### config.mk
export PLATFORM = sky130hd
export DESIGN_NAME = host_wb_port
export DESIGN_NICKNAME = d
export VERILOG_FILES = /design/src/design/sync_pkg.sv /design/src/design/host_wb_port.sv
export SDC_FILE = /design/constraint.sdc
export NUM_CORES = 1
export LEC_CHECK = 0
export BUFFER_PORTS_ARGS = -buffer_cell sky130_fd_sc_hd__buf_2
export CORE_AREA = 3 3 75 77
export CTS_BUF_LIST = sky130_fd_sc_hd__clkbuf_8 sky130_fd_sc_hd__clkbuf_16
export DETAILED_ROUTE_END_ITERATION = 8
export DIE_AREA = 0 0 78 80
export PLACE_DENSITY_LB_ADDON = 0.05
export SYNTH_ARGS = -nofsm -noshare
export SYNTH_HDL_FRONTEND = slang
export SYNTH_SLANG_ARGS = --single-unit
export TNS_END_PERCENT = 50
### constraint.sdc
create_clock -name clk -period 1.2 [get_ports clk]
set_input_delay 0.12 -clock clk [delete_from_list [all_inputs] [get_ports clk]]
set_output_delay 0.12 -clock clk [all_outputs]
set_load 0.02 [all_outputs]
### src/design/sync_pkg.sv
// cache geometry, host address map and the field select function
package sync_pkg;

  // line geometry
  localparam int WAY_W      = 2;                  // 4 ways
  localparam int BLK_W      = 4;                  // 16 blocks per way
  localparam int LINE_IDX_W = WAY_W + BLK_W;      // {way, blk}
  localparam int NUM_LINES  = 1 << LINE_IDX_W;    // 64 lines
  localparam int INFO_W     = 26;                 // tag/info word
  localparam int DATA_W     = 64;                 // line data

  // host address map
  localparam int WB_ADDR_W  = 9;                  // word address
  localparam int WB_DATA_W  = 32;
  localparam int FIELD_W    = 2;                  // adr[1:0]
  localparam int REGION_BIT = WB_ADDR_W - 1;      // adr[8]

  localparam logic [FIELD_W-1:0] FIELD_INFO = 2'd0;
  localparam logic [FIELD_W-1:0] FIELD_DLO  = 2'd1;
  localparam logic [FIELD_W-1:0] FIELD_DHI  = 2'd2;

  localparam logic REGION_ICACHE = 1'b1;          // 0 selects the dcache

  // picks one 32-bit host word out of a line
  function automatic logic [WB_DATA_W-1:0] field_sel(
    input logic [INFO_W-1:0]  info,
    input logic [DATA_W-1:0]  data,
    input logic [FIELD_W-1:0] field
  );
    logic [WB_DATA_W-1:0] word;
    case (field)
      FIELD_INFO: word = {{(WB_DATA_W - INFO_W){1'b0}}, info};  // zero extended
      FIELD_DLO:  word = data[WB_DATA_W-1:0];
      FIELD_DHI:  word = data[DATA_W-1:WB_DATA_W];
      default:    word = '0;                                     // unmapped field code
    endcase
    return word;
  endfunction

endpackage

### src/design/host_wb_port.sv
// Wishbone classic slave decoding host accesses to both cache stores
`timescale 1ns/1ps

module host_wb_port (
  input  logic                            clk,
  input  logic                            rst,
  // Wishbone classic
  input  logic                            i_wb_cyc,
  input  logic                            i_wb_stb,
  input  logic                            i_wb_we,
  input  logic [sync_pkg::WB_ADDR_W-1:0]  i_wb_adr,
  input  logic [sync_pkg::WB_DATA_W-1:0]  i_wb_dat,
  output logic [sync_pkg::WB_DATA_W-1:0]  o_wb_dat,
  output logic                            o_wb_ack,
  input  logic                            i_walk_busy,
  // dcache host side
  output logic                            o_dc_we,
  output logic [sync_pkg::LINE_IDX_W-1:0] o_dc_idx,
  output logic [sync_pkg::FIELD_W-1:0]    o_dc_field,
  output logic [sync_pkg::WB_DATA_W-1:0]  o_dc_wdata,
  output logic [sync_pkg::LINE_IDX_W-1:0] o_dc_ridx,
  // icache host side
  output logic [sync_pkg::LINE_IDX_W-1:0] o_ic_ridx,
  output logic [sync_pkg::FIELD_W-1:0]    o_ic_rfield,
  input  logic [sync_pkg::WB_DATA_W-1:0]  i_dc_rdata,
  input  logic [sync_pkg::WB_DATA_W-1:0]  i_ic_rdata
);

  logic [sync_pkg::WB_ADDR_W-1:0] adr_q;   // read address capture
  logic                           rd_pend; // array read cycle
  logic                           req;     // new access, not yet in service
  logic                           live_ic; // current address hits the icache
  logic [sync_pkg::FIELD_W-1:0]   q_field;
  logic [sync_pkg::LINE_IDX_W-1:0] q_idx;

  assign req     = i_wb_cyc & i_wb_stb & ~o_wb_ack & ~rd_pend;
  assign live_ic = (i_wb_adr[sync_pkg::REGION_BIT] == sync_pkg::REGION_ICACHE);
  assign q_field = adr_q[sync_pkg::FIELD_W-1:0];
  assign q_idx   = adr_q[sync_pkg::FIELD_W +: sync_pkg::LINE_IDX_W];

  // writes go straight from the bus, dcache only, held off while walking
  assign o_dc_we    = req & i_wb_we & ~live_ic & ~i_walk_busy;
  assign o_dc_idx   = i_wb_adr[sync_pkg::FIELD_W +: sync_pkg::LINE_IDX_W];
  assign o_dc_wdata = i_wb_dat;
  assign o_dc_field = rd_pend ? q_field : i_wb_adr[sync_pkg::FIELD_W-1:0];

  // reads use the captured address
  assign o_dc_ridx   = q_idx;
  assign o_ic_ridx   = q_idx;
  assign o_ic_rfield = q_field;

  // return data from whichever store was addressed
  assign o_wb_dat = (adr_q[sync_pkg::REGION_BIT] == sync_pkg::REGION_ICACHE) ?
                    i_ic_rdata : i_dc_rdata;

  always_ff @(posedge clk) begin
    if (rst) begin
      o_wb_ack <= 1'b0;
      rd_pend  <= 1'b0;
      adr_q    <= '0;
    end else begin
      o_wb_ack <= 1'b0;  // ack is a single cycle
      if (rd_pend) begin
        rd_pend  <= 1'b0;
        o_wb_ack <= i_wb_cyc & i_wb_stb;  // store data is valid now
      end else if (req && !i_wb_we) begin
        rd_pend <= 1'b1;
        adr_q   <= i_wb_adr;
      end else if (req && i_wb_we) begin
        // icache writes are dropped, dcache writes wait out the walk
        if (live_ic || !i_walk_busy) o_wb_ack <= 1'b1;
      end
    end
  end

endmodule

Word level (Yosys, flattened, before mapping)
Cells that the tools add are included.

Reduce and logical (&&, ||, !) cells: 7. Shifts and indexed selects: 0. Mux-type cells: 7. Equal/unequal tests: 0. Multiply operators: 0. $lt $le $gt $ge: 0. Divide/modulo/power cells: 0. Add/subtract/negate cells: 0. Bitwise gates (word level): 10.

Operator list (number): $mux 32 (1); $and 1x1->1 (6); $mux 1 (5); $not 1->1 (4); $logic_and 1x1->1 (2); $logic_not 1->1 (2); $mux 2 (1); $reduce_and 2->1 (1); $reduce_or 2->1 (1); $logic_or 1x1->1 (1).

Latch bits: 0. Memories kept: 0. Flip-flop bits (word level): 11. Bits in read-only memories: 0. Bits in writable memories: 0.

Longest topological paths before layout
Depth after elaboration: 7. Gate-level depth with buffers: 4.

Worst setup path before layout
Ideal clock, no wire load.

Path kind: reg2out. From: register adr_q[8] in the netlist's numbering. To: output port o_wb_dat[0] in the netlist's numbering. Arrival: 1.053 ns. Slack: 0.027 ns. Cell stages (with the launch flop): 4. Cells stage by stage: dfxtp_1 -> buf_2 -> buf_2 -> mux2_1.

Cells in the longest elaborated chain, start to end: 1.

RTL lines: start: declaration (line host_wb_port.sv:29) `logic [sync_pkg::WB_ADDR_W-1:0] adr_q;`; start signal: assignment (line host_wb_port.sv:68) `adr_q <= i_wb_adr;`; $mux 32 (line host_wb_port.sv:53) `assign o_wb_dat = (adr_q[sync_pkg::REGION_BIT] == sync_pkg::REGION_ICACHE) ?`; end: declaration (line host_wb_port.sv:13) `output logic [sync_pkg::WB_DATA_W-1:0] o_wb_dat,`.

Every way passes these cells.

Worst setup path after layout
From: register adr_q[8] in the netlist's numbering. To: output port o_wb_dat[30] in the netlist's numbering.

Same word-level chain as after synthesis.

==> impl_metrics.py <==
metrics = {
    "detailed_routing": {
        "drc": 0,
        "viasPerCell": 4.13,
        "drtIter0Drc": 19,
        "vias": 1222,
        "first_pass_iters": 2,
        "ant_nets": 0,
        "drt-total-wl_um": 4520,
        "post_drt_wl_per_cell_um": 15.3,
    },
    "critical_path": {
        "crit_arrival_ps": 1280,
        "r2r.worst_path.cells": 3,
        "r2r-start": "rd_pend",
        "crit_required_ps": 1080,
        "start_kind": "flip-flop",
        "cp-end-kind": "output pin",
        "rr_endpoint": "adr_q[1]",
        "crit_fanout": 11,
        "rrSetupSlack_ps": 120,
        "critPathKind": "reg2out",
    },
    "min_path": {
        "hold_path_end": "adr_q[3]",
        "hp-start": "i_wb_adr[3]",
        "holdPathStages": 3,
        "hold_class": "in2reg",
    },
    "timing": {
        "whs_ps": 147,
        "period_needed_ps": 1400,
        "finalHoldViolations": 0,
        "finalSetupViolCount": 34,
        "timing.final.crit_share": 1.17,
        "slew_headroom": 0.837,
        "fin_skew_ps": 1.62,
        "tightest_slew_ps": 244,
        "fmax_ghz": 0.712,
        "slew_violations": 0,
        "rsz0062_at_grt": "yes",
        "setup_ws_ps": -205,
    },
    "global_route": {
        "grt_antenna_before_repair": 0,
        "first_global_vias": 1205,
        "grt_pass1_wl_um": 6400,
        "grt_usage": 0.131,
        "grt.overflow.total": 0,
        "grt_max_degree": 21,
    },
    "pwr": {
        "vdd_drop_max_mv": 0.455,
        "powerDensity_nw_per_um2": 722,
        "p_leak_uw": 0.000944,
    },
    "cts": {
        "worstSkewPairLatency_ps": 240,
        "cts_buffers": 3,
        "cts.sinks": 11,
        "cts_tree": "built",
        "clockBufferDepth": 2,
        "h-tree-depth": 1,
        "clk_pin_slew_ps": 50,
        "post_cts_buffers": 0,
        "cts_hold_buf": 0,
        "root_buffer": "clkbuf_8",
    },
    "logic_synthesis": {
        "synth_area_um2": 1290,
        "synth-seq-cells": 11,
        "ys_warn_count": 0,
        "ys_types": 17,
        "avgSynthCellArea_um2": 9.18,
        "seq_area_frac_synth": 0.170,
        "syn_nets": 252,
        "synthCells": 141,
    },
    "cells_and_area": {
        "layout-drive-gt1-share": 0.686,
        "nFillCells": 540,
        "final_common_cell": "buf_2",
        "regArea_um2": 225,
        "final_cell_mix": "129 x buf_2, 26 x mux2_1, 19 x nand2b_1, 9 x mux2i_1, 9 x dfxtp_1",
        "antennaDiodeCount": 0,
        "areaGrowthSynthToFinish_pct": 40.5,
        "layout.cells.non_filler": 296,
        "nets": 338,
        "multiInputGateArea_um2": 669,
    },
    "placed_design": {
        "gp_congestion": 0.822,
        "dpl.hpwl_um": 3820,
        "post-place-cells": 291,
        "portBuffers": 134,
    },
    "run_status": {
        "failed_checks": "negative setup slack",
        "status": "finished with violations",
    },
    "floorplan": {
        "rows": 26,
        "core_area_um2": 5070,
        "die-area_um2": 6240,
        "initial_core_util": 0.255,
        "die_w_um": 78,
        "die_h_um": 80,
        "ios": 199,
    },
    "flow_run": {
        "maxCapViolations": 0,
    },
}
[worst max path at each step]
stage                         from            to  slack, ps
after floorplan           adr_q[8]   o_wb_dat[0]         30
after global placement    adr_q[8]  o_wb_dat[16]         10
after detailed placement  adr_q[8]  o_wb_dat[18]         -5
after CTS                 adr_q[8]  o_wb_dat[14]       -220
after global routing      adr_q[8]  o_wb_dat[30]       -250
final                     adr_q[8]  o_wb_dat[30]       -200
[kinds of logic after synthesis]
logic type / synth area share
flops: 0.170
mux: 0.366
compound gates: 0.00484
simple gates: 0.125
buf+inv: 0.335
[worst max-delay path, cell delays in order (launching register included)]
cell and delay [ps]:
dfxtp_4 400, buf_12 150, mux2_1 330, buf_2 170
[cell type report]
class | instances | area share
tap | 70 | 0.0482
sequential | 11 | 0.124
clock buffer | 3 | 0.0227
inverter | 1 | 0.00206
clock inverter | 1 | 0.00206
multi-input combinational | 70 | 0.368
timing repair buffer | 140 | 0.433
[power by group]
group          internal (uW)  switching (uW)
Combinational            271             287
Sequential               377            11.6
Clock                    225             142
[registers in the layout (all words and copies together), names as in the netlist]
register,flops
adr_q,9
rd_pend,1
o_wb_ack,1
[per-layer routing]
layer | GRT usage | up-vias | part of all wire
met2 | 0.231 | 89 | 0.48
met3 | 0.0734 | 14 | 0.15
li1 | - | 585 | -
met5 | 0 | - | 0
met4 | 0.0402 | 0 | 0.013
met1 | 0.130 | 534 | 0.35
[synthesized netlist by cell type]
cell type	n	area [um2]
nor3_1	2	10.0
mux2_2	4	45.0
and2b_1	1	7.51
mux2i_1	9	90.1
buf_2	4	20.0
nand2_1	1	3.75
buf_6	1	11.3
nand2b_1	19	119
nand3_1	1	5.00
dfxtp_1	11	220
a31oi_1	1	6.26
nor2_1	1	3.75
buf_4	52	390
clkbuf_1	2	7.51
nor4_2	1	12.5
mux2_1	30	338
inv_1	1	3.75
[per-stage QoR]
stage / setup WS [ps] / power [uW] / cell area, um2 / util / setup TNS [ps]
after global placement: 11.7 / 916 / 1670 / 0.330 / 0
after CTS: -222 / 1340 / 1800 / 0.354 / -6480
final: -205 / 1310 / 1820 / 0.358 / -5970
after detailed placement: -5.29 / 923 / 1670 / 0.330 / -10.2
after global routing: -255 / 1390 / 1820 / 0.358 / -7600
after floorplan: 27.1 / 859 / 1290 / - / 0
[repair_timing]
action                                  CTS  global route
resized for setup                        20             4
gates cloned                              1             0
endpoints found under the setup margin   34            44
pin swaps                                 0             0
Note: power is estimated with default switching activity, not from simulation.
