==> config.mk <==
export PLATFORM = sky130hd
export DESIGN_NAME = cache_sync
export DESIGN_NICKNAME = d
export VERILOG_FILES = /design/src/design/sync_pkg.sv /design/src/design/cache_sync.sv
export SDC_FILE = /design/constraint.sdc
export NUM_CORES = 1
export LEC_CHECK = 0
export BUFFER_PORTS_ARGS = -buffer_cell sky130_fd_sc_hd__buf_2
export CORE_UTILIZATION = 30
export DETAILED_ROUTE_END_ITERATION = 8
export PLACE_DENSITY = 0.6
export SLEW_MARGIN = 5
export SYNTH_ARGS = -nofsm -noshare
export SYNTH_HDL_FRONTEND = slang
export SYNTH_SLANG_ARGS = --single-unit
==> constraint.sdc <==
create_clock -name clk -period 5.1 [get_ports clk]
set_clock_uncertainty 0.1 [all_clocks]
set_input_delay 0.51 -clock clk [delete_from_list [all_inputs] [get_ports clk]]
set_output_delay 0.51 -clock clk [all_outputs]
set_load 0.05 [all_outputs]
==> src/design/sync_pkg.sv <==
// cache geometry, host address map and the field select function
package sync_pkg;

  // line geometry
  localparam int WAY_W      = 2;                  // 4 ways
  localparam int BLK_W      = 4;                  // 16 blocks per way
  localparam int LINE_IDX_W = WAY_W + BLK_W;      // {way, blk}
  localparam int NUM_LINES  = 1 << LINE_IDX_W;    // 64 lines
  localparam int INFO_W     = 26;                 // tag/info word
  localparam int DATA_W     = 64;                 // line data

  // host address map
  localparam int WB_ADDR_W  = 9;                  // word address
  localparam int WB_DATA_W  = 32;
  localparam int FIELD_W    = 2;                  // adr[1:0]
  localparam int REGION_BIT = WB_ADDR_W - 1;      // adr[8]

  localparam logic [FIELD_W-1:0] FIELD_INFO = 2'd0;
  localparam logic [FIELD_W-1:0] FIELD_DLO  = 2'd1;
  localparam logic [FIELD_W-1:0] FIELD_DHI  = 2'd2;

  localparam logic REGION_ICACHE = 1'b1;          // 0 selects the dcache

  // picks one 32-bit host word out of a line
  function automatic logic [WB_DATA_W-1:0] field_sel(
    input logic [INFO_W-1:0]  info,
    input logic [DATA_W-1:0]  data,
    input logic [FIELD_W-1:0] field
  );
    logic [WB_DATA_W-1:0] word;
    case (field)
      FIELD_INFO: word = {{(WB_DATA_W - INFO_W){1'b0}}, info};  // zero extended
      FIELD_DLO:  word = data[WB_DATA_W-1:0];
      FIELD_DHI:  word = data[DATA_W-1:WB_DATA_W];
      default:    word = '0;                                     // unmapped field code
    endcase
    return word;
  endfunction

endpackage

==> src/design/cache_sync.sv <==
// fence.i sync FSM moving dcache packets into the icache
`timescale 1ns/1ps

module cache_sync (
  input  logic                        clk,
  input  logic                        rst,
  // fence.i
  input  logic                        i_fencei_req,
  output logic                        o_fencei_ack,
  // dcache walker
  output logic                        o_dcache_rreq,
  input  logic                        i_dcache_rack,
  input  logic                        i_dcache_rpackreq,
  output logic                        o_dcache_rpackack,
  input  logic [sync_pkg::WAY_W-1:0]  i_dcache_rwayid,
  input  logic [sync_pkg::BLK_W-1:0]  i_dcache_rblkid,
  input  logic [sync_pkg::INFO_W-1:0] i_dcache_rinfo,
  input  logic [sync_pkg::DATA_W-1:0] i_dcache_rdata,
  // icache write
  output logic                        o_icache_wreq,
  input  logic                        i_icache_wack,
  output logic [sync_pkg::WAY_W-1:0]  o_icache_wwayid,
  output logic [sync_pkg::BLK_W-1:0]  o_icache_wblkid,
  output logic [sync_pkg::INFO_W-1:0] o_icache_winfo,
  output logic [sync_pkg::DATA_W-1:0] o_icache_wdata
);

  typedef enum logic [1:0] {
    ST_IDLE,        // no fence
    ST_SYNC_READ,   // rreq up and waiting for a packet or rack
    ST_SYNC_WRITE,  // packet out on wreq until wack
    ST_RPACK_ACK    // rpackack pulse then wait for rpackreq low
  } sync_state_t;

  sync_state_t state;
  logic        rd_done;  // walk finished
  logic        wr_done;  // icache took the line

  assign rd_done = o_dcache_rreq & i_dcache_rack;
  assign wr_done = o_icache_wreq & i_icache_wack;

  always_ff @(posedge clk) begin
    if (rst) begin
      state             <= ST_IDLE;
      o_fencei_ack      <= 1'b0;
      o_dcache_rreq     <= 1'b0;
      o_dcache_rpackack <= 1'b0;
      o_icache_wreq     <= 1'b0;
    end else begin
      o_fencei_ack <= 1'b0;  // one cycle pulse
      case (state)
        ST_IDLE: begin
          // a request still high during the ack cycle is the old fence
          if (i_fencei_req && !o_fencei_ack) state <= ST_SYNC_READ;
        end
        ST_SYNC_READ: begin
          if (rd_done) begin
            o_dcache_rreq <= 1'b0;
            o_fencei_ack  <= 1'b1;
            state         <= ST_IDLE;
          end else begin
            o_dcache_rreq <= 1'b1;
            if (i_dcache_rpackreq) state <= ST_SYNC_WRITE;  // packet latched below
          end
        end
        ST_SYNC_WRITE: begin
          if (wr_done) begin
            o_icache_wreq     <= 1'b0;
            o_dcache_rpackack <= 1'b1;
            state             <= ST_RPACK_ACK;
          end else begin
            o_icache_wreq <= 1'b1;
          end
        end
        ST_RPACK_ACK: begin
          o_dcache_rpackack <= 1'b0;
          if (rd_done) begin
            // rack comes with the drop of the last packet
            o_dcache_rreq <= 1'b0;
            o_fencei_ack  <= 1'b1;
            state         <= ST_IDLE;
          end else if (!i_dcache_rpackreq) begin
            state <= ST_SYNC_READ;  // walker moved on
          end
        end
        default: state <= ST_IDLE;
      endcase
    end
  end

  // write registers held through the wreq/wack exchange
  always_ff @(posedge clk) begin
    if (state == ST_SYNC_READ && i_dcache_rpackreq) begin
      o_icache_wwayid <= i_dcache_rwayid;
      o_icache_wblkid <= i_dcache_rblkid;
      o_icache_winfo  <= i_dcache_rinfo;
      o_icache_wdata  <= i_dcache_rdata;
    end
  end

endmodule

======== Word level (Yosys, flattened, before mapping) ========
Cells that the tools add are included.
W data, S select, Z words.
word-level totals
  bits in registers ....................... 102
  bits in latches ......................... 0
  RAM bits ................................ 0
  memory bits (read-only) ................. 0
  bits of input ports ..................... 102
  output and inout bits ................... 100
  logic and storage cells ................. 45
  memories kept ........................... 0
operators by class
  $add $sub $neg .......................... 0
  multiply operators ...................... 0
  divide/modulo/power cells ............... 0
  $lt $le $gt $ge ......................... 0
  equal/unequal tests ..................... 8
  shift-type cells ........................ 0
  muxes and demuxes ....................... 14
  bitwise gates (word level) .............. 3
  reduce and logical (&&, ||, !) cells .... 11
operators by type and width
  cell                  count
  $mux W2               6
  $pmux W2 S4           1
  $ne A2 B2 Y1 const B  3
  $ne A3 B3 Y1 const B  2
  $mux W1               5
  $eq A2 B2 Y1 const B  2
  $pmux W1 S2           2
  $reduce_and A2 Y1     2
  $reduce_and A4 Y1     1
  $reduce_bool A2 Y1    2
  $reduce_or A2 Y1      2
  $and A1 B1 Y1         2
  $eq A2 B1 Y1 const B  1
  $logic_and A1 B1 Y1   2
  $logic_not A2 Y1      1
  $logic_not A1 Y1      1
  $not A1 Y1            1

======== Longest topological paths before layout ========
  depth after elaboration ................. 4
  depth in mapped cells ................... 3
  depth with buffers taken out ............ 3

======== Least setup slack after synthesis ========
Ideal clock, no wire load.
  path type ............................... input to register
  start point ............................. input port i_dcache_rpackreq
  end point ............................... register o_icache_wblkid[0] (netlist name), enable pin
  library setup time ...................... 0.551 ns
  arrival ................................. 4.563 ns
  data required time ...................... 4.449 ns
  setup slack ............................. -0.114 ns
  cell stages on the path ................. 2
  path buffers ............................ 0
  cells stage by stage .................... nand2_1 nor2_1
on the way
  longest elaborated chain between the ends .. 1
RTL lines
  element                 RTL line          text
  start: declaration      cache_sync.sv:13  input logic i_dcache_rpackreq,
  $logic_and A1 B1 Y1     cache_sync.sv:93  if (state == ST_SYNC_READ && i_dcache_rpackreq) begin
  end signal: assignment  cache_sync.sv:95  o_icache_wblkid <= i_dcache_rblkid;
  end: declaration        cache_sync.sv:23  output logic [sync_pkg::BLK_W-1:0] o_icache_wblkid,
Every way passes these cells.
A chain may end at the register's enable or synchronous reset.

======== Final worst setup path ========
  start point ............................. register state[0]
  end point ............................... register o_icache_wwayid[1] (netlist name), enable pin
on the way
  longest elaborated chain between the ends .. 2
RTL lines
  element                   RTL line          text
  start: declaration        cache_sync.sv:35  sync_state_t state;
  start signal: assignment  cache_sync.sv:44  state <= ST_IDLE;
  start signal: assignment  cache_sync.sv:54  if (i_fencei_req && !o_fencei_ack) state <= ST_SYNC_READ;
  start signal: assignment  cache_sync.sv:60  state <= ST_IDLE;
  $eq A2 B1 Y1              cache_sync.sv:93
  $logic_and A1 B1 Y1       cache_sync.sv:93
  end signal: assignment    cache_sync.sv:94  o_icache_wwayid <= i_dcache_rwayid;
  end: declaration          cache_sync.sv:22  output logic [sync_pkg::WAY_W-1:0] o_icache_wwayid,
Every way passes these cells.

==> parameters.txt <==
Parameter                              Value

Setup path
  Dominant delay contributor by cell family on the critical path ... buffers and inverters
  CP Data Required Time ... 4.98 ns
  CP Buf/Inv Count ... 1
  Worst path max stage delay ... 0.84 ns
  Class of the most critical setup path ... flop to flop
  R2r startpoint ... state[0]
  Cells traversed along the worst timing path ... nand2_1, nor2_4, buf_4
  CP max stage cell ... sky130_fd_sc_hd__buf_4
  Crit path max fanout ... 96
  Critical path startpoint category ... flop
  Kind of capture point of the worst setup path ... flop
  Start point of the critical path ... state[0]
  Arrival time at the worst endpoint ... 2.06 ns

Place
  Post-detailed-placement half-perimeter wirelength ... 5.076 mm
  Quantity of I/O buffers inserted on ports ... 201
  RePlAce Congestion ... 0.7775
  Worst Setup Slack post-DPL ... 2.868 ns
  Cell Count Post-Placement ... 458

Yosys
  Adder-cell share of the synthesized area ... 0
  Library cells used by synthesis ... 14
  Share of cell area taken by muxes after synthesis ... 0.003194
  Yosys warnings ... 0
  XOR/XNOR share of the synthesized area ... 0
  Post-Syn Instances ... 123
  Post-synthesis share of cell area spent on and, or, nand and nor gates ... 0.02275
  Complex-gate fraction of the synthesized area ... 0.01477
  Post-synth net total ... 225
  Mean area per synthesized cell ... 25.48 sq um
  Dominant combinational cell family by area after synthesis ... simple AND/OR/NAND/NOR gates
  Sequential element share of the synthesized area ... 0.9581
  Netlist Area Pre-Place ... 3134 sq um
  Seq cells post-synth ... 102

Finish
  Ant diodes ... 0
  Fill count ... 911
  Number of cells in the finished layout apart from fillers ... 474
  Number of nets at the end of the flow ... 438
  Fraction of final layout cells sized beyond drive strength 1 ... 0.6452
  Area overhead of the layout relative to synthesis ... 43.43%

Pwr
  Worst ir drop on vdd ... 182.3 uV
  Ratio of total power to cell area ... 363.0 nW/um^2
  Pwr Total ... 1632 uW
  Leakage Power ... 0.001855 uW

Run
  Max capacitance violation total ... 0

STA
  Final worst setup slack ... 2.921 ns
  Setup TNS ... 0 ns
  Highest Clock Rate ... 459.0 MHz
  Worst max-slew margin expressed relative to the limit ... 0.2106
  Tmin final ... 2.179 ns
  Setup-violating endpoint count in the final report ... 0
  Number of failing hold endpoints at the final stage ... 0
  Worst Hold Margin ... 0.2219 ns
  RSZ-0062 raised after global routing ... no
  Pin slew with the least headroom to its limit ... 1.184 ns
  Post-route fraction of the period consumed by the critical path ... 0.4272
  Total count of max-transition violations in the final report ... 0

Floorplanning
  Die area ... 10860 sq um
  Initial core utilization ... 0.3149
  Core Rows ... 36
  Die Y-Extent ... 104.2 um
  IO Count ... 202
  Die width ... 104.2 um
  Core area ... 9955 sq um

Global routing
  Largest net degree at the start of global routing ... 97
  Number of global-route vias before repair ... 1961
  Overall overflow remaining after global route ... 0
  GRT Resource Usage Total ... 0.1254
  Wire length of the first global-routing pass ... 9.936 mm
  Antenna violations before repair ... 0

Clock network
  Num Clock Sinks ... 102
  CTS max path bufs ... 2
  Master cell of the clock root buffer ... sky130_fd_sc_hd__clkbuf_8
  Post-CTS clock slew at the launch and capture registers of the worst setup and hold paths ... 0.10 ns
  CTS H-tree depth ... 3
  Cells resized by post-CTS repair ... 0
  Later-pin clock latency in the skew report ... 0.35 ns
  Clock tree from TritonCTS ... yes
  Post-cts hold buffer count ... 0
  Number of buffers inserted to repair setup after CTS ... 0
  Num CTS Buffers ... 9

Drt
  Total via count after detailed routing ... 1908
  Drt wl/cell ... 14.35 um
  DR vias/cell ... 4.025
  Total wirelength of the detailed-routed design ... 6.804 mm
  DR pass1 iterations ... 4
  Routed Antenna Nets ... 0
  Iteration-0 DRC Markers ... 59
  Remaining routing DRC violations ... 0

Hold path
  Worst Hold Launch ... i_dcache_rdata[7]
  Class of the most critical hold timing path ... input pin to flop

Outcome
  Status ... completed
## cell families (layout without fill, tap and decap cells)
group                  count (synthesis)  count (layout)
multiplexers                           1               1
AND/OR/NAND/NOR                       12              12
buffers and inverters                  1             219
flip-flops                           102             102
AO/OA/AOI/OAI                          7               7
## power by group
part	total, uW	switching, uW	internal [uW]
clock	446	268	178
sequential	973	12.2	960
combinational	213	159	53.3
## state kept, by name (all words and copies together), names as in the netlist, named ones only
register and flops:
state 1, o_icache_wwayid 2, o_dcache_rreq 1, o_fencei_ack 1, o_icache_wreq 1, o_icache_wblkid 4
o_dcache_rpackack 1, o_icache_winfo 26, o_icache_wdata 64
## worst paths after layout
check,to,slack (ns),depth (start not counted)
worst max register to register,o_icache_wwayid[1],2.92,3
worst max-delay path,o_icache_wwayid[1],2.92,3
worst min-delay path,o_icache_wdata[7],0.22,1
worst min register to register,o_fencei_ack,0.43,1
## final cells by class
class / count / area, sq um / area share
multi-input cells: 20 / 135.1 / 0.03006
repair buffers: 202 / 1013 / 0.2254
flip-flops and latches: 102 / 3003 / 0.6680
clock inverters: 7 / 50.05 / 0.01113
well taps: 133 / 166.4 / 0.03702
inverters: 1 / 3.754 / 0.0008350
clock buffers: 9 / 123.9 / 0.02755
## metal layers
layer | share of wire | GRT usage | vias up
met5 | 0 | 0 | -
met4 | 0.0096 | 0.06122 | 0
met3 | 0.12 | 0.06892 | 4
met2 | 0.49 | 0.1971 | 132
met1 | 0.39 | 0.1374 | 858
li1 | - | - | 914
## synthesized netlist by cell type, drive strengths merged
master	count	area (sq um)
a211oi	2	15.01
a21oi	1	5.000
a311oi	1	8.760
a31oi	2	12.51
dfxtp	6	120.1
edfxtp	96	2883
inv	1	3.750
mux2i	1	10.01
nand2	4	15.01
nor2	4	15.01
nor2b	1	13.76
nor3b	3	27.52
o21ai	1	5.000
## placed cells by master (no fill, tap or decap)
master	Yosys	routed
sky130_fd_sc_hd__nor3b_1	2	2
sky130_fd_sc_hd__nor2_1	4	3
sky130_fd_sc_hd__nor2_4	0	1
sky130_fd_sc_hd__buf_2	0	201
sky130_fd_sc_hd__clkbuf_8	0	9
sky130_fd_sc_hd__edfxtp_1	96	96
sky130_fd_sc_hd__a211oi_1	2	2
sky130_fd_sc_hd__a311oi_1	1	1
sky130_fd_sc_hd__nor3b_2	1	1
sky130_fd_sc_hd__clkinv_2	0	1
sky130_fd_sc_hd__nor2b_4	1	1
sky130_fd_sc_hd__clkinvlp_4	0	2
sky130_fd_sc_hd__clkinv_1	0	1
sky130_fd_sc_hd__clkinv_4	0	2
sky130_fd_sc_hd__o21ai_0	1	1
sky130_fd_sc_hd__a21oi_1	1	1
sky130_fd_sc_hd__mux2i_1	1	1
sky130_fd_sc_hd__inv_1	1	1
sky130_fd_sc_hd__a31oi_1	2	2
sky130_fd_sc_hd__dfxtp_1	6	6
sky130_fd_sc_hd__inv_6	0	1
sky130_fd_sc_hd__buf_4	0	1
sky130_fd_sc_hd__nand2_1	4	4
## through the flow
step	utilization	area, sq um
2_1_floorplan	-	3137
3_3_place_gp	0.4341	4322
3_5_place_dp	0.4341	4322
4_1_cts	0.4516	4496
5_1_grt	0.4516	4496
6_report	0.4516	4496
(Power assumes the default switching activity.)
